File: src/common/bus_pkg.sv
package bus_pkg;

    typedef logic [31:0] addr_t;
    typedef logic [31:0] data_t;
    typedef logic [3:0]  id_t;
    typedef logic [1:0]  resp_t;

    localparam resp_t RESP_OKAY   = 2'd0;
    localparam resp_t RESP_DECERR = 2'd3;

    // address bits 31..28 pick the window, 0x2000_0000 .. 0x2FFF_FFFF
    localparam logic [3:0] LED_WINDOW = 4'h2;

    // register offsets inside the led window
    localparam addr_t LED_REG_OFFSET     = 32'h0;
    localparam addr_t SCRATCH_REG_OFFSET = 32'h4;

    // single-beat request, reads and writes share it
    typedef struct packed {
        id_t   id;      // stamped by req_issue
        logic  wr;      // 1 write, 0 read
        addr_t addr;
        data_t wdata;
    } bus_req_t;

    typedef struct packed {
        id_t   id;
        resp_t resp;
        data_t rdata;   // zero for writes and decode errors
    } bus_rsp_t;

endpackage

File: src/common/panel_pkg.sv
package panel_pkg;

    typedef logic [7:0] status_t;
    typedef logic [2:0] panel_idx_t;

    localparam int PANEL_ENTRIES = 8;

    // fixed bytes shown on entries 3 to 7
    localparam status_t PANEL_PATTERNS [5] = '{
        8'h0F,
        8'hAA,
        8'h55,
        8'hF0,
        8'h0F
    };

endpackage

File: src/bus/req_issue.sv
module req_issue #(
    parameter int OUTSTANDING_MAX = 4
) (
    input  logic              sys_clk,
    input  logic              rst,
    input  bus_pkg::bus_req_t req,
    input  logic              req_valid,
    output logic              req_ready,
    output logic              push,
    output bus_pkg::bus_req_t push_req,
    input  logic              rsp_valid,
    input  logic              rsp_ready
);

    localparam int CNT_W = $clog2(OUTSTANDING_MAX + 1);

    logic [CNT_W-1:0] outstanding;
    bus_pkg::id_t     next_id;
    logic             accept;
    logic             done;

    // counts requests from acceptance until their response is taken
    assign req_ready = (outstanding != CNT_W'(OUTSTANDING_MAX));
    assign accept    = req_valid && req_ready;
    assign done      = rsp_valid && rsp_ready;

    assign push = accept; // same cycle as acceptance

    always_comb begin
        push_req    = req;
        push_req.id = next_id;
    end

    always_ff @(posedge sys_clk) begin
        if (rst) begin
            outstanding <= '0;
            next_id     <= '0;
        end else begin
            if (accept) begin
                next_id <= next_id + 1'b1; // wraps at 16
            end
            case ({accept, done})
                2'b10:   outstanding <= outstanding + 1'b1;
                2'b01:   outstanding <= outstanding - 1'b1;
                default: outstanding <= outstanding;
            endcase
        end
    end

endmodule

File: src/bus/req_fifo.sv
module req_fifo #(
    parameter int FIFO_DEPTH = 4
) (
    input  logic              sys_clk,
    input  logic              rst,
    input  logic              push,
    input  bus_pkg::bus_req_t push_req,
    input  logic              pop,
    output bus_pkg::bus_req_t head,
    output logic              not_empty,
    output logic [7:0]        level
);

    localparam int PTR_W = (FIFO_DEPTH > 1) ? $clog2(FIFO_DEPTH) : 1;

    bus_pkg::bus_req_t mem [FIFO_DEPTH];
    logic [PTR_W-1:0]  wr_ptr;
    logic [PTR_W-1:0]  rd_ptr;

    // depth never smaller than the outstanding limit, so no full check
    always_ff @(posedge sys_clk) begin
        if (push) begin
            mem[wr_ptr] <= push_req;
        end
    end

    always_ff @(posedge sys_clk) begin
        if (rst) begin
            wr_ptr <= '0;
            rd_ptr <= '0;
            level  <= '0;
        end else begin
            if (push) begin
                if (wr_ptr == PTR_W'(FIFO_DEPTH - 1)) begin
                    wr_ptr <= '0;
                end else begin
                    wr_ptr <= wr_ptr + 1'b1;
                end
            end
            if (pop) begin
                if (rd_ptr == PTR_W'(FIFO_DEPTH - 1)) begin
                    rd_ptr <= '0;
                end else begin
                    rd_ptr <= rd_ptr + 1'b1;
                end
            end
            case ({push, pop})
                2'b10:   level <= level + 1'b1;
                2'b01:   level <= level - 1'b1;
                default: level <= level;
            endcase
        end
    end

    assign head      = mem[rd_ptr]; // valid while not_empty
    assign not_empty = (level != 8'd0);

endmodule

File: src/bus/addr_router.sv
module addr_router (
    input  logic                 sys_clk,
    input  logic                 rst,
    input  bus_pkg::bus_req_t    head,
    input  logic                 not_empty,
    output logic                 pop,
    output logic                 slave_wr,
    output logic                 slave_rd,
    output logic                 slave_sel,
    output bus_pkg::data_t       slave_wdata,
    input  bus_pkg::data_t       slave_rdata,
    output bus_pkg::bus_rsp_t    rsp,
    output logic                 rsp_valid,
    input  logic                 rsp_ready,
    output panel_pkg::status_t   decerr_count
);

    // the offset bit that tells the two registers apart
    localparam bus_pkg::addr_t REG_SEL_MASK =
        bus_pkg::LED_REG_OFFSET ^ bus_pkg::SCRATCH_REG_OFFSET;

    logic in_led;
    logic take;

    assign take   = rsp_valid && rsp_ready;
    assign in_led = (head.addr[31:28] == bus_pkg::LED_WINDOW);

    // pop when the response slot is free or emptying this cycle
    assign pop = not_empty && (!rsp_valid || rsp_ready);

    assign slave_wr    = pop && in_led && head.wr;
    assign slave_rd    = pop && in_led && !head.wr;
    assign slave_sel   = |(head.addr & REG_SEL_MASK);
    assign slave_wdata = head.wdata;

    always_ff @(posedge sys_clk) begin
        if (rst) begin
            rsp_valid    <= 1'b0;
            decerr_count <= '0;
        end else begin
            if (pop) begin
                rsp_valid <= 1'b1;
            end else if (take) begin
                rsp_valid <= 1'b0;
            end
            if (pop && !in_led && (decerr_count != '1)) begin
                decerr_count <= decerr_count + 1'b1; // saturates at 255
            end
        end
    end

    // response held until the responder takes it
    always_ff @(posedge sys_clk) begin
        if (pop) begin
            rsp.id <= head.id;
            if (in_led) begin
                rsp.resp  <= bus_pkg::RESP_OKAY;
                rsp.rdata <= slave_rdata; // zero on writes
            end else begin
                rsp.resp  <= bus_pkg::RESP_DECERR;
                rsp.rdata <= '0;
            end
        end
    end

endmodule

File: src/logic/led_slave.sv
module led_slave (
    input  logic               sys_clk,
    input  logic               rst,
    input  logic               wr,
    input  logic               rd,
    input  logic               sel,
    input  bus_pkg::data_t     wdata,
    output bus_pkg::data_t     rdata,
    output panel_pkg::status_t led_value
);

    panel_pkg::status_t led_reg;
    bus_pkg::data_t     scratch_reg;

    // sel 0 led register, 1 scratch
    always_ff @(posedge sys_clk) begin
        if (rst) begin
            led_reg     <= '0;
            scratch_reg <= '0;
        end else if (wr) begin
            if (sel) begin
                scratch_reg <= wdata;
            end else begin
                led_reg <= wdata[7:0]; // low byte only
            end
        end
    end

    always_comb begin
        if (!rd) begin
            rdata = '0;
        end else if (sel) begin
            rdata = scratch_reg;
        end else begin
            rdata = {24'd0, led_reg};
        end
    end

    assign led_value = led_reg;

endmodule

File: src/logic/status_panel.sv
module status_panel (
    input  logic               sys_clk,
    input  logic               rst,
    input  logic               btn_up,
    input  logic               btn_down,
    input  panel_pkg::status_t fifo_level,
    input  panel_pkg::status_t led_value,
    input  panel_pkg::status_t decerr_count,
    output panel_pkg::status_t led8,
    output logic [3:0]         led4
);

    localparam panel_pkg::panel_idx_t LAST_IDX =
        panel_pkg::panel_idx_t'(panel_pkg::PANEL_ENTRIES - 1);

    panel_pkg::panel_idx_t idx;
    panel_pkg::status_t    entries [panel_pkg::PANEL_ENTRIES];
    logic                  btn_up_q;
    logic                  btn_down_q;
    logic                  up_rise;
    logic                  down_rise;

    assign up_rise   = btn_up && !btn_up_q;
    assign down_rise = btn_down && !btn_down_q;

    always_ff @(posedge sys_clk) begin
        if (rst) begin
            btn_up_q   <= 1'b0;
            btn_down_q <= 1'b0;
            idx        <= '0;
        end else begin
            btn_up_q   <= btn_up;
            btn_down_q <= btn_down;
            // both edges together cancel out
            if (up_rise && !down_rise) begin
                idx <= (idx == LAST_IDX) ? '0 : idx + 1'b1;
            end else if (down_rise && !up_rise) begin
                idx <= (idx == '0) ? LAST_IDX : idx - 1'b1;
            end
        end
    end

    always_comb begin
        entries[0] = fifo_level;
        entries[1] = led_value;
        entries[2] = decerr_count;
        for (int i = 3; i < panel_pkg::PANEL_ENTRIES; i++) begin
            entries[i] = panel_pkg::PANEL_PATTERNS[i - 3];
        end
    end

    // leds are active low
    always_ff @(posedge sys_clk) begin
        if (rst) begin
            led8 <= '1;
        end else begin
            led8 <= ~entries[idx];
        end
    end

    assign led4 = {1'b0, idx};

endmodule

File: src/logic/bus_panel_top.sv
module bus_panel_top #(
    parameter int OUTSTANDING_MAX = 4,
    parameter int FIFO_DEPTH      = 4   // at least OUTSTANDING_MAX
) (
    input  logic               sys_clk,
    input  logic               rst,
    input  bus_pkg::bus_req_t  req,
    input  logic               req_valid,
    output logic               req_ready,
    output bus_pkg::bus_rsp_t  rsp,
    output logic               rsp_valid,
    input  logic               rsp_ready,
    input  logic               btn_up,
    input  logic               btn_down,
    output panel_pkg::status_t led8,
    output logic [3:0]         led4
);

    logic               push;
    bus_pkg::bus_req_t  push_req;
    bus_pkg::bus_req_t  head;
    logic               not_empty;
    logic               pop;
    panel_pkg::status_t fifo_level;
    logic               slave_wr;
    logic               slave_rd;
    logic               slave_sel;
    bus_pkg::data_t     slave_wdata;
    bus_pkg::data_t     slave_rdata;
    panel_pkg::status_t led_value;
    panel_pkg::status_t decerr_count;

    req_issue #(
        .OUTSTANDING_MAX (OUTSTANDING_MAX)
    ) u_req_issue (
        .sys_clk   (sys_clk),
        .rst       (rst),
        .req       (req),
        .req_valid (req_valid),
        .req_ready (req_ready),
        .push      (push),
        .push_req  (push_req),
        .rsp_valid (rsp_valid),
        .rsp_ready (rsp_ready)
    );

    req_fifo #(
        .FIFO_DEPTH (FIFO_DEPTH)
    ) u_req_fifo (
        .sys_clk   (sys_clk),
        .rst       (rst),
        .push      (push),
        .push_req  (push_req),
        .pop       (pop),
        .head      (head),
        .not_empty (not_empty),
        .level     (fifo_level)
    );

    addr_router u_addr_router (
        .sys_clk      (sys_clk),
        .rst          (rst),
        .head         (head),
        .not_empty    (not_empty),
        .pop          (pop),
        .slave_wr     (slave_wr),
        .slave_rd     (slave_rd),
        .slave_sel    (slave_sel),
        .slave_wdata  (slave_wdata),
        .slave_rdata  (slave_rdata),
        .rsp          (rsp),
        .rsp_valid    (rsp_valid),
        .rsp_ready    (rsp_ready),
        .decerr_count (decerr_count)
    );

    led_slave u_led_slave (
        .sys_clk   (sys_clk),
        .rst       (rst),
        .wr        (slave_wr),
        .rd        (slave_rd),
        .sel       (slave_sel),
        .wdata     (slave_wdata),
        .rdata     (slave_rdata),
        .led_value (led_value)
    );

    status_panel u_status_panel (
        .sys_clk      (sys_clk),
        .rst          (rst),
        .btn_up       (btn_up),
        .btn_down     (btn_down),
        .fifo_level   (fifo_level),
        .led_value    (led_value),
        .decerr_count (decerr_count),
        .led8         (led8),
        .led4         (led4)
    );

endmodule

File: config.mk
export PLATFORM = sky130hd
export DESIGN_NAME = bus_panel_top
export DESIGN_NICKNAME = d
export VERILOG_FILES = /design/src/common/bus_pkg.sv /design/src/common/panel_pkg.sv /design/src/bus/req_issue.sv /design/src/bus/req_fifo.sv /design/src/bus/addr_router.sv /design/src/logic/led_slave.sv /design/src/logic/status_panel.sv /design/src/logic/bus_panel_top.sv
export SDC_FILE = /design/constraint.sdc
export NUM_CORES = 1
export LEC_CHECK = 0
export BUFFER_PORTS_ARGS = -buffer_cell sky130_fd_sc_hd__buf_2
export CAP_MARGIN = 10
export CORE_AREA = 2 2 139 141
export DETAILED_ROUTE_END_ITERATION = 8
export DIE_AREA = 0 0 141 143
export PLACE_DENSITY = 0.86
export SYNTH_ARGS = -nofsm -noshare
export SYNTH_HDL_FRONTEND = slang
export SYNTH_SLANG_ARGS = --single-unit
File: constraint.sdc
create_clock -name sys_clk -period 10 [get_ports sys_clk]
set_input_delay 0.5 -clock sys_clk [delete_from_list [all_inputs] [get_ports sys_clk]]
set_output_delay 0.5 -clock sys_clk [all_outputs]
set_load 0.01 [all_outputs]
==> results of run 1 <==
[cells in the final DEF, fill, tap and decap left out, drive strengths merged, types with 4 or more instances in the layout]
cell type    n
and2        27
nand2b      76
mux2i       59
o31ai        4
edfxtp     205
mux2         6
and3         7
nor2b       11
buf         98
nor4b        4
inv         14
ha          17
a21oi       26
nor2        34
a211oi       4
o21ai       13
mux4        38
nand2       16
dfxtp       83
or4          6
nor3         8
xor2         7
nand3        8
clkbuf      39
clkinv      10
[critical path, delay by kind of cell (launching register included)]
kind / cells / cell delay (ns)
multiplexers: 1 / 0.26
flip-flops: 1 / 1.01
buffers and inverters: 2 / 0.72
AND/OR/NAND/NOR: 3 / 1.73
[synth_stat cells (3+ instances only)]
cell / n
edfxtp_1: 205
dfxtp_1: 83
nand2b_1: 76
mux2i_1: 59
mux4_2: 38
nor2_1: 34
and2_1: 27
a21oi_1: 26
clkbuf_1: 23
ha_1: 17
nand2_1: 14
inv_1: 13
nor2b_1: 11
o21ai_0: 11
buf_2: 8
nand3_1: 8
and3_1: 7
buf_6: 7
nor3_1: 7
xor2_1: 7
or4_1: 5
a211oi_1: 4
nor4b_1: 4
o31ai_1: 4
buf_1: 3
mux2_1: 3
mux2_2: 3
nand3b_1: 3
nand4_1: 3
o21bai_1: 3
o22ai_1: 3
or3_1: 3
[logic make-up (layout without fill, tap and decap cells)]
logic type,Yosys count,after routing,synth area share
other cells,1,4,0.000324
simple gates,211,211,0.107
mux,103,103,0.131
buf+inv,57,163,0.0245
compound gates,68,68,0.0365
fa+ha+maj,18,18,0.0201
flops,288,288,0.675
xor+xnor,9,9,0.00680
[per-layer routing]
metal,GRT usage,share of wire,vias up,routed length (um)
met5,0,0.00052,-,11
met4,0.0832,0.025,2,525
met3,0.0352,0.061,44,1280
met2,0.363,0.50,201,10400
met1,0.277,0.42,3136,8760
li1,-,-,2991,-
[how the worst min path moves through the flow]
stage          cells after the start  slack [ns]                   startpoint                           to
2_1_floorplan                      2        0.44  u_led_slave.scratch_reg[19]  u_led_slave.scratch_reg[19]
3_3_place_gp                       2        0.45  u_led_slave.scratch_reg[11]  u_led_slave.scratch_reg[11]
3_5_place_dp                       2        0.46  u_led_slave.scratch_reg[29]  u_led_slave.scratch_reg[29]
4_1_cts                            1        0.16                      req[64]        u_req_fifo.mem[2][64]
5_1_grt                            1        0.17                       req[4]         u_req_fifo.mem[1][4]
6_report                           1        0.18                      req[34]        u_req_fifo.mem[0][34]
[power by group through the flow]
stage / Combinational [uW] / Clock, uW / Sequential [uW]
2_1_floorplan: 612 / 0 / 1620
3_3_place_gp: 800 / 0 / 1640
3_5_place_dp: 828 / 0 / 1640
4_1_cts: 835 / 1000 / 1620
5_1_grt: 904 / 1050 / 1640
6_report: 829 / 986 / 1620
[layout make-up]
type | count | area [um^2] | share of cell area
sequential | 288 | 7820 | 0.600
multi-input combinational | 410 | 3500 | 0.269
clock buffer | 39 | 773 | 0.0593
timing repair buffer | 98 | 500 | 0.0384
tap | 234 | 293 | 0.0225
clock inverter | 12 | 90.1 | 0.00691
inverter | 14 | 52.6 | 0.00403
antenna | 3 | 7.51 | 0.000576
[through the flow]
stage | util | total power, uW
6_report | 0.702 | 3430
5_1_grt | 0.702 | 3590
4_1_cts | 0.701 | 3460
3_5_place_dp | 0.655 | 2470
3_3_place_gp | 0.655 | 2440
2_1_floorplan | - | 2240
==> results.json, run 1 <==
{
  "place.gp.congestion": 0.819,
  "ys_async_sr_fraction": 0,
  "cts_buffers": 28,
  "area_delta_synth_final_pct": 12.5,
  "ys_types": 59,
  "drive_gt1_frac": 0.225,
  "coreArea_um2": 18600,
  "irDropWorstVdd_v": 0.000198,
  "clock_power_share": 0.287,
  "largest_reg_flops": 168,
  "grt_start_max_net_pins": 117,
  "cp-end-kind": "flop",
  "setup_viol": 0,
  "cts_resized": 0,
  "max_stage_delay_ns": 1.01,
  "hp-class": "in2reg",
  "pin_count": 127,
  "crit_slowest_cell": "dfxtp_2",
  "yosysWarnings": 0,
  "r2r_setup_slack_ns": 6.17,
  "synthCells": 755,
  "fin_skew_ns": 0.0224,
  "pre_cts_slack_ns": 6.26,
  "place_inst": 1044,
  "hold_buffers": 0,
  "crit_arrival_ns": 4.28,
  "grt_pass1_wl_um": 33600,
  "timing.final.crit_share": 0.383,
  "yosysTopAreaCellShare": 0.531,
  "switching_share": 0.292,
  "powerDensity_nw_per_um2": 263,
  "grt_pass1_vias": 6461,
  "r2r-end": "u_led_slave.scratch_reg[17]",
  "cts_max_level": 1,
  "clk_pin_slew_ns": 0.07,
  "comb_power_share": 0.241,
  "row_count": 50,
  "fin_setup_tns_ns": 0,
  "wirelength_um": 21000,
  "die_w_um": 141,
  "setup_slack_ns": 6.17,
  "clockRootBuffer": "clkbuf_16",
  "r2r_cells": 6,
  "grt-ovfl-total": 0,
  "grt_use_total": 0.213,
  "drtIter0Drc": 452,
  "synth_ff_type": "edfxtp_1",
  "synth_edf_count": 205,
  "route.detailed.drc": 0,
  "status": "finished clean",
  "num-nets-final": 933,
  "dieArea_um2": 20200,
  "postCtsSetupBuffers": 0,
  "n_fill_cell": 1161,
  "holdWs_ns": 0.176,
  "initial_utilization": 0.624,
  "vias_per_cell": 5.81,
  "worstPathRequired_ns": 10.44,
  "seqPwrFrac": 0.472,
  "hold_violations": 0,
  "clock_sinks": 288,
  "synth.area.top_cells": "edfxtp_1 53%, dfxtp_1 14%, mux4_2 7.4%",
  "dpl-instance-area_um2": 12200,
  "worstSetupPathType": "reg2reg",
  "firstDrtPassIters": 5,
  "rsz0062_at_grt": "no",
  "clk_latency_ns": 0.54,
  "leakage_uw": 0.00461,
  "syn_nets": 848,
  "synth-seq-area-share": 0.675,
  "dp_hpwl_um": 12600,
  "p_sw_uw": 1000,
  "die_h_um": 143,
  "worstSetupStartpointType": "flop",
  "wire_per_inst_um": 19.1,
  "postSynthAreaPerCell_um2": 15.4,
  "cts_tree": "yes",
  "maxCapViolCount": 0,
  "crit_chain": "nand3_1 > nand4_1 > inv_2 > nor3b_4 > buf_4 > mux2i_1",
  "ant_nets": 0,
  "slew_headroom": 0.202,
  "finalNonFillerCells": 1098,
  "critPathMaxFanout": 42,
  "synth_area_um2": 11600,
  "port_buffers": 94,
  "min_period_ns": 3.83,
  "worstMarginPinSlew_ns": 1.20,
  "intPower_uw": 2430,
  "stdcell_area_um2": 13000,
  "synth_largest_area_cell": "edfxtp_1",
  "synth-seq-cells": 288,
  "max_freq_mhz": 261,
  "antenna_found_initial": 3,
  "vias": 6374,
  "ctsLongestPathBuffers": 3,
  "maxSlewViolCount": 0,
  "crit_end": "u_led_slave.scratch_reg[17]"
}
Note: power is estimated with default switching activity, not from simulation.
==> run 2: changes to the inputs <==
--- a/config.mk
+++ b/config.mk
@@ -7,10 +7,10 @@
 export LEC_CHECK = 0
 export BUFFER_PORTS_ARGS = -buffer_cell sky130_fd_sc_hd__buf_2
 export CAP_MARGIN = 10
-export CORE_AREA = 2 2 139 141
+export CORE_AREA = 2 2 145 147
 export DETAILED_ROUTE_END_ITERATION = 8
-export DIE_AREA = 0 0 141 143
-export PLACE_DENSITY = 0.86
+export DIE_AREA = 0 0 147 149
+export PLACE_DENSITY = 0.8
 export SYNTH_ARGS = -nofsm -noshare
 export SYNTH_HDL_FRONTEND = slang
 export SYNTH_SLANG_ARGS = --single-unit
==> constraint.sdc (replaced) <==
create_clock -name sys_clk -period 4 [get_ports sys_clk]
set_input_delay 0.2 -clock sys_clk [delete_from_list [all_inputs] [get_ports sys_clk]]
set_output_delay 0.2 -clock sys_clk [all_outputs]
set_load 0.01 [all_outputs]
==> results.json, run 2 (synthesis gave the netlist of run 1 again) <==
{
  "largest_reg_flops": 168,
  "port_buffers": 94,
  "fin_setup_tns_ns": 0,
  "r2r_setup_slack_ns": 0.67,
  "pre_cts_slack_ns": 0.688,
  "cts_max_level": 1,
  "die_w_um": 147,
  "setup_viol": 0,
  "cp-end-kind": "flop",
  "grt_use_total": 0.198,
  "fin_skew_ns": 0.0305,
  "rr_startpoint": "u_req_fifo.level[1]",
  "critPathMaxFanout": 16,
  "cts_resized": 0,
  "grt_pass1_wl_um": 34000,
  "min_period_ns": 3.33,
  "antenna_found_initial": 2,
  "grt-ovfl-total": 0,
  "maxCapViolCount": 0,
  "setup_slack_ns": 0.665,
  "maxSlewViolCount": 0,
  "hp-class": "in2reg",
  "powerDensity_nw_per_um2": 658,
  "crit_arrival_ns": 3.75,
  "clock_sinks": 288,
  "dp_hpwl_um": 13000,
  "wire_per_inst_um": 18.5,
  "clockRootBuffer": "clkbuf_16",
  "drtIter0Drc": 414,
  "r2r_cells": 10,
  "firstDrtPassIters": 5,
  "slew_headroom": 0.246,
  "leakage_uw": 0.00488,
  "drive_gt1_frac": 0.227,
  "status": "finished clean",
  "clk_pin_slew_ns": 0.06,
  "row_count": 53,
  "mostFrequentLayoutCells": "205 x edfxtp_1, 94 x buf_2, 81 x dfxtp_1, 76 x nand2b_1, 59 x mux2i_1",
  "initial_utilization": 0.564,
  "ant_nets": 0,
  "vias": 6508,
  "grt_pass1_vias": 6378,
  "rsz0062_at_grt": "no",
  "timing.final.crit_share": 0.834,
  "die_h_um": 149,
  "wirelength_um": 21900,
  "crit_end": "u_req_fifo.level[4]",
  "worstMarginPinSlew_ns": 1.13,
  "max_freq_mhz": 300,
  "final_common_cell": "edfxtp_1",
  "area_delta_synth_final_pct": 18.2,
  "dieArea_um2": 21900,
  "worstSetupStartpointType": "flop",
  "startpoint": "u_req_fifo.level[1]",
  "power_uw": 9020,
  "vias_per_cell": 5.50,
  "place.gp.congestion": 0.806,
  "cts_tree": "yes",
  "route.detailed.drc": 0,
  "hold_violations": 0,
  "pin_count": 127,
  "worstPathRequired_ns": 4.42,
  "clk_latency_ns": 0.55,
  "coreArea_um2": 20600,
  "holdWs_ns": 0.168,
  "num-nets-final": 979,
  "final_util": 0.666,
  "grt_start_max_net_pins": 84,
  "r2r-end": "u_req_fifo.level[4]",
  "ctsLongestPathBuffers": 3,
  "worstSetupPathType": "reg2reg",
  "cts_buffers": 28,
  "irDropWorstVdd_v": 0.000638
}
-- run 2: per-stage QoR --
stage	instances	instance area, um^2
final	1184	13700
after global routing	1184	13700
after CTS	1183	13700
after detailed placement	1090	12300
after global placement	1090	12300
after floorplan	755	11600
-- run 2: cell type report --
class / count / area, um^2
inverter: 14 / 52.6
clock inverter: 21 / 298
multi-input combinational: 410 / 3500
clock buffer: 31 / 722
antenna: 1 / 2.50
tap: 275 / 344
fill: 1409 / 6860
sequential: 288 / 7820
timing repair buffer: 144 / 961
-- run 2: worst max-delay path: stages, from the launching register on --
cell      delay, ns
dfxtp_1        0.40
or4_4          0.58
o21a_2         0.38
ha_1           0.43
xor2_1         0.21
ha_1           0.25
a21boi_0       0.14
o22a_1         0.20
nand2_1        0.08
mux2i_1        0.20
mux2_2         0.34
-- run 2: worst min-delay path by stage --
| stage | startpoint | end | depth (start not counted) |
|---|---|---|---|
| finish | req_valid | u_req_issue.next_id[1] | 4 |
| detailed placement | req[16] | u_req_fifo.mem[1][16] | 1 |
| CTS | req_valid | u_req_issue.next_id[1] | 4 |
| global placement | req[13] | u_req_fifo.mem[2][13] | 1 |
| global route | req_valid | u_req_fifo.wr_ptr[1] | 4 |
| floorplan | req[0] | u_req_fifo.mem[0][0] | 0 |
-- run 2: repair_timing --
item	CTS	global route
setup buffers	0	0
hold buffers	41	0
endpoints found under the hold margin	155	0
-- run 2: power by group --
part	switching (uW)	leakage (uW)	internal, uW
clock	1100	0.000499	1760
combinational	1190	0.00178	950
sequential	281	0.00261	3740
total	2570	0.00488	6450
-- run 2: routing by layer --
layer,track usage,share of wire
met1,0.273,0.42
met3,0.0266,0.054
met4,0.0678,0.029
met5,0,0
met2,0.331,0.49
==> run 3: changes to the inputs <==
==> constraint.sdc (replaced) <==
create_clock -name sys_clk -period 3.3 [get_ports sys_clk]
set_input_delay 0.165 -clock sys_clk [delete_from_list [all_inputs] [get_ports sys_clk]]
set_output_delay 0.165 -clock sys_clk [all_outputs]
set_load 0.01 [all_outputs]
==> results.json, run 3 (synthesis gave the netlist of run 1 again) <==
{
  "antenna_found_initial": 1,
  "dieArea_um2": 21900,
  "fin_setup_tns_ns": 0,
  "grt_pass1_vias": 6401,
  "status": "finished clean",
  "grt-ovfl-total": 0,
  "crit_slowest_cell": "or3b_1",
  "postCtsSetupBuffers": 0,
  "ctsLongestPathBuffers": 3,
  "worstSetupPathType": "reg2reg",
  "setup_viol": 0,
  "critPathMaxFanout": 7,
  "worstSetupStartpointType": "flop",
  "crit_chain": "or3b_1 > and2_1 > inv_1 > ha_1 > xor2_1 > ha_1 > a21boi_0 > o22a_1 > nand2_1 > mux2i_1 > mux2_2",
  "holdWs_ns": 0.145,
  "drive_gt1_frac": 0.233,
  "largest_reg_flops": 168,
  "grt_pass1_wl_um": 33700,
  "maxSlewViolCount": 0,
  "rr_startpoint": "u_req_issue.outstanding[2]",
  "hp-class": "in2reg",
  "worstMarginPinSlew_ns": 0.753,
  "pin_count": 127,
  "wirelength_um": 21200,
  "slew_headroom": 0.498,
  "cp-end-kind": "flop",
  "area_delta_synth_final_pct": 18.3,
  "grt_start_max_net_pins": 52,
  "startpoint": "u_req_issue.outstanding[2]",
  "num-nets-final": 992,
  "hold_start": "req_valid",
  "cp_top_family": "simple AND/OR/NAND/NOR gates",
  "die_h_um": 149,
  "drtIter0Drc": 551,
  "coreArea_um2": 20600,
  "row_count": 53,
  "clk_pin_slew_ns": 0.06,
  "cts_buffers": 29,
  "route.detailed.drc": 0,
  "fin_skew_ns": 0.0250,
  "powerDensity_nw_per_um2": 781,
  "rsz0062_at_grt": "no",
  "ant_nets": 0,
  "initial_utilization": 0.564,
  "dp_hpwl_um": 13500,
  "irDropWorstVdd_v": 0.000538,
  "maxCapViolCount": 0,
  "mostFrequentLayoutCells": "205 x edfxtp_1, 94 x buf_2, 81 x dfxtp_1, 76 x nand2b_1, 59 x mux2i_1",
  "timing.critical_path.mode_cell": "ha_1",
  "clk_latency_ns": 0.54,
  "vias_per_cell": 5.34,
  "wire_per_inst_um": 17.7,
  "max_freq_mhz": 341,
  "crit_arrival_ns": 3.37,
  "cp.buffers_inverters": 1,
  "worstPathRequired_ns": 3.73,
  "clockRootBuffer": "clkbuf_16",
  "cts_max_level": 1,
  "die_w_um": 147,
  "leakage_uw": 0.00490,
  "port_buffers": 94,
  "final_common_cell": "edfxtp_1",
  "min_period_ns": 2.93,
  "clock_sinks": 288,
  "setup_slack_ns": 0.366,
  "hold_violations": 0,
  "pre_cts_slack_ns": 0.398,
  "max_stage_delay_ns": 0.43,
  "firstDrtPassIters": 4,
  "grt_use_total": 0.194,
  "place.gp.congestion": 0.832,
  "vias": 6389,
  "final_util": 0.667,
  "timing.final.crit_share": 0.889,
  "cts_tree": "yes"
}
## run 3: cell types whose count changed in the layout (fill, tap and decap cells not counted), sizes merged
cell and change:
buf +12, clkinv +1, clkbuf +3, inv +1, bufinv -4
## run 3: worst min-delay path, stage by stage
cell and delay, ns:
buf_2 0.12, and2_1 0.21, nand2_1 0.09, a21oi_1 0.05
## run 3: layout make-up
| type | instances | area (um^2) |
|---|---|---|
| fillers | 1449 | 6840 |
| clock inverters | 19 | 180 |
| well taps | 275 | 344 |
| clock buffers | 34 | 764 |
| inverters | 14 | 52.6 |
| diodes | 1 | 2.50 |
| repair buffers | 156 | 1050 |
| multi-input cells | 410 | 3500 |
| flip-flops and latches | 288 | 7820 |
## run 3: what timing repair did
item | 4_1_cts | 5_1_grt
resized for setup | 0 | 0
endpoints found under the hold margin | 155 | 0
hold buffers | 41 | 0
## run 3: worst paths after layout
kind | end | depth (start not counted) | slack, ns
worst max-delay path | u_req_fifo.level[4] | 11 | 0.37
worst min-delay path | u_req_fifo.wr_ptr[1] | 4 | 0.14
worst max register to register | u_req_fifo.level[4] | 11 | 0.37
worst min register to register | u_led_slave.scratch_reg[18] | 2 | 0.47
## run 3: stage by stage
stage                     cells  cell area, um^2  total power (uW)
final                      1197            13700             10700
after global routing       1197            13700             11200
after CTS                  1196            13700             10800
after detailed placement   1102            12400              7570
after global placement     1102            12400              7500
after floorplan             755            11600              6770
## run 3: per-layer routing
metal  vias up  wire length (um)  GRT usage
li1       3098                 -          -
met1      3103              9410      0.266
met2       150             10400      0.325
met3        38               917     0.0297
met4         0               478     0.0654
met5         -                 0          0
## run 3: where the power goes
part           leakage [uW]  total [uW]  internal, uW  switching, uW
clock network      0.000462        3190          1890           1300
registers           0.00261        4790          4530            254
logic               0.00184        2730          1210           1520
total               0.00490       10700          7630           3080
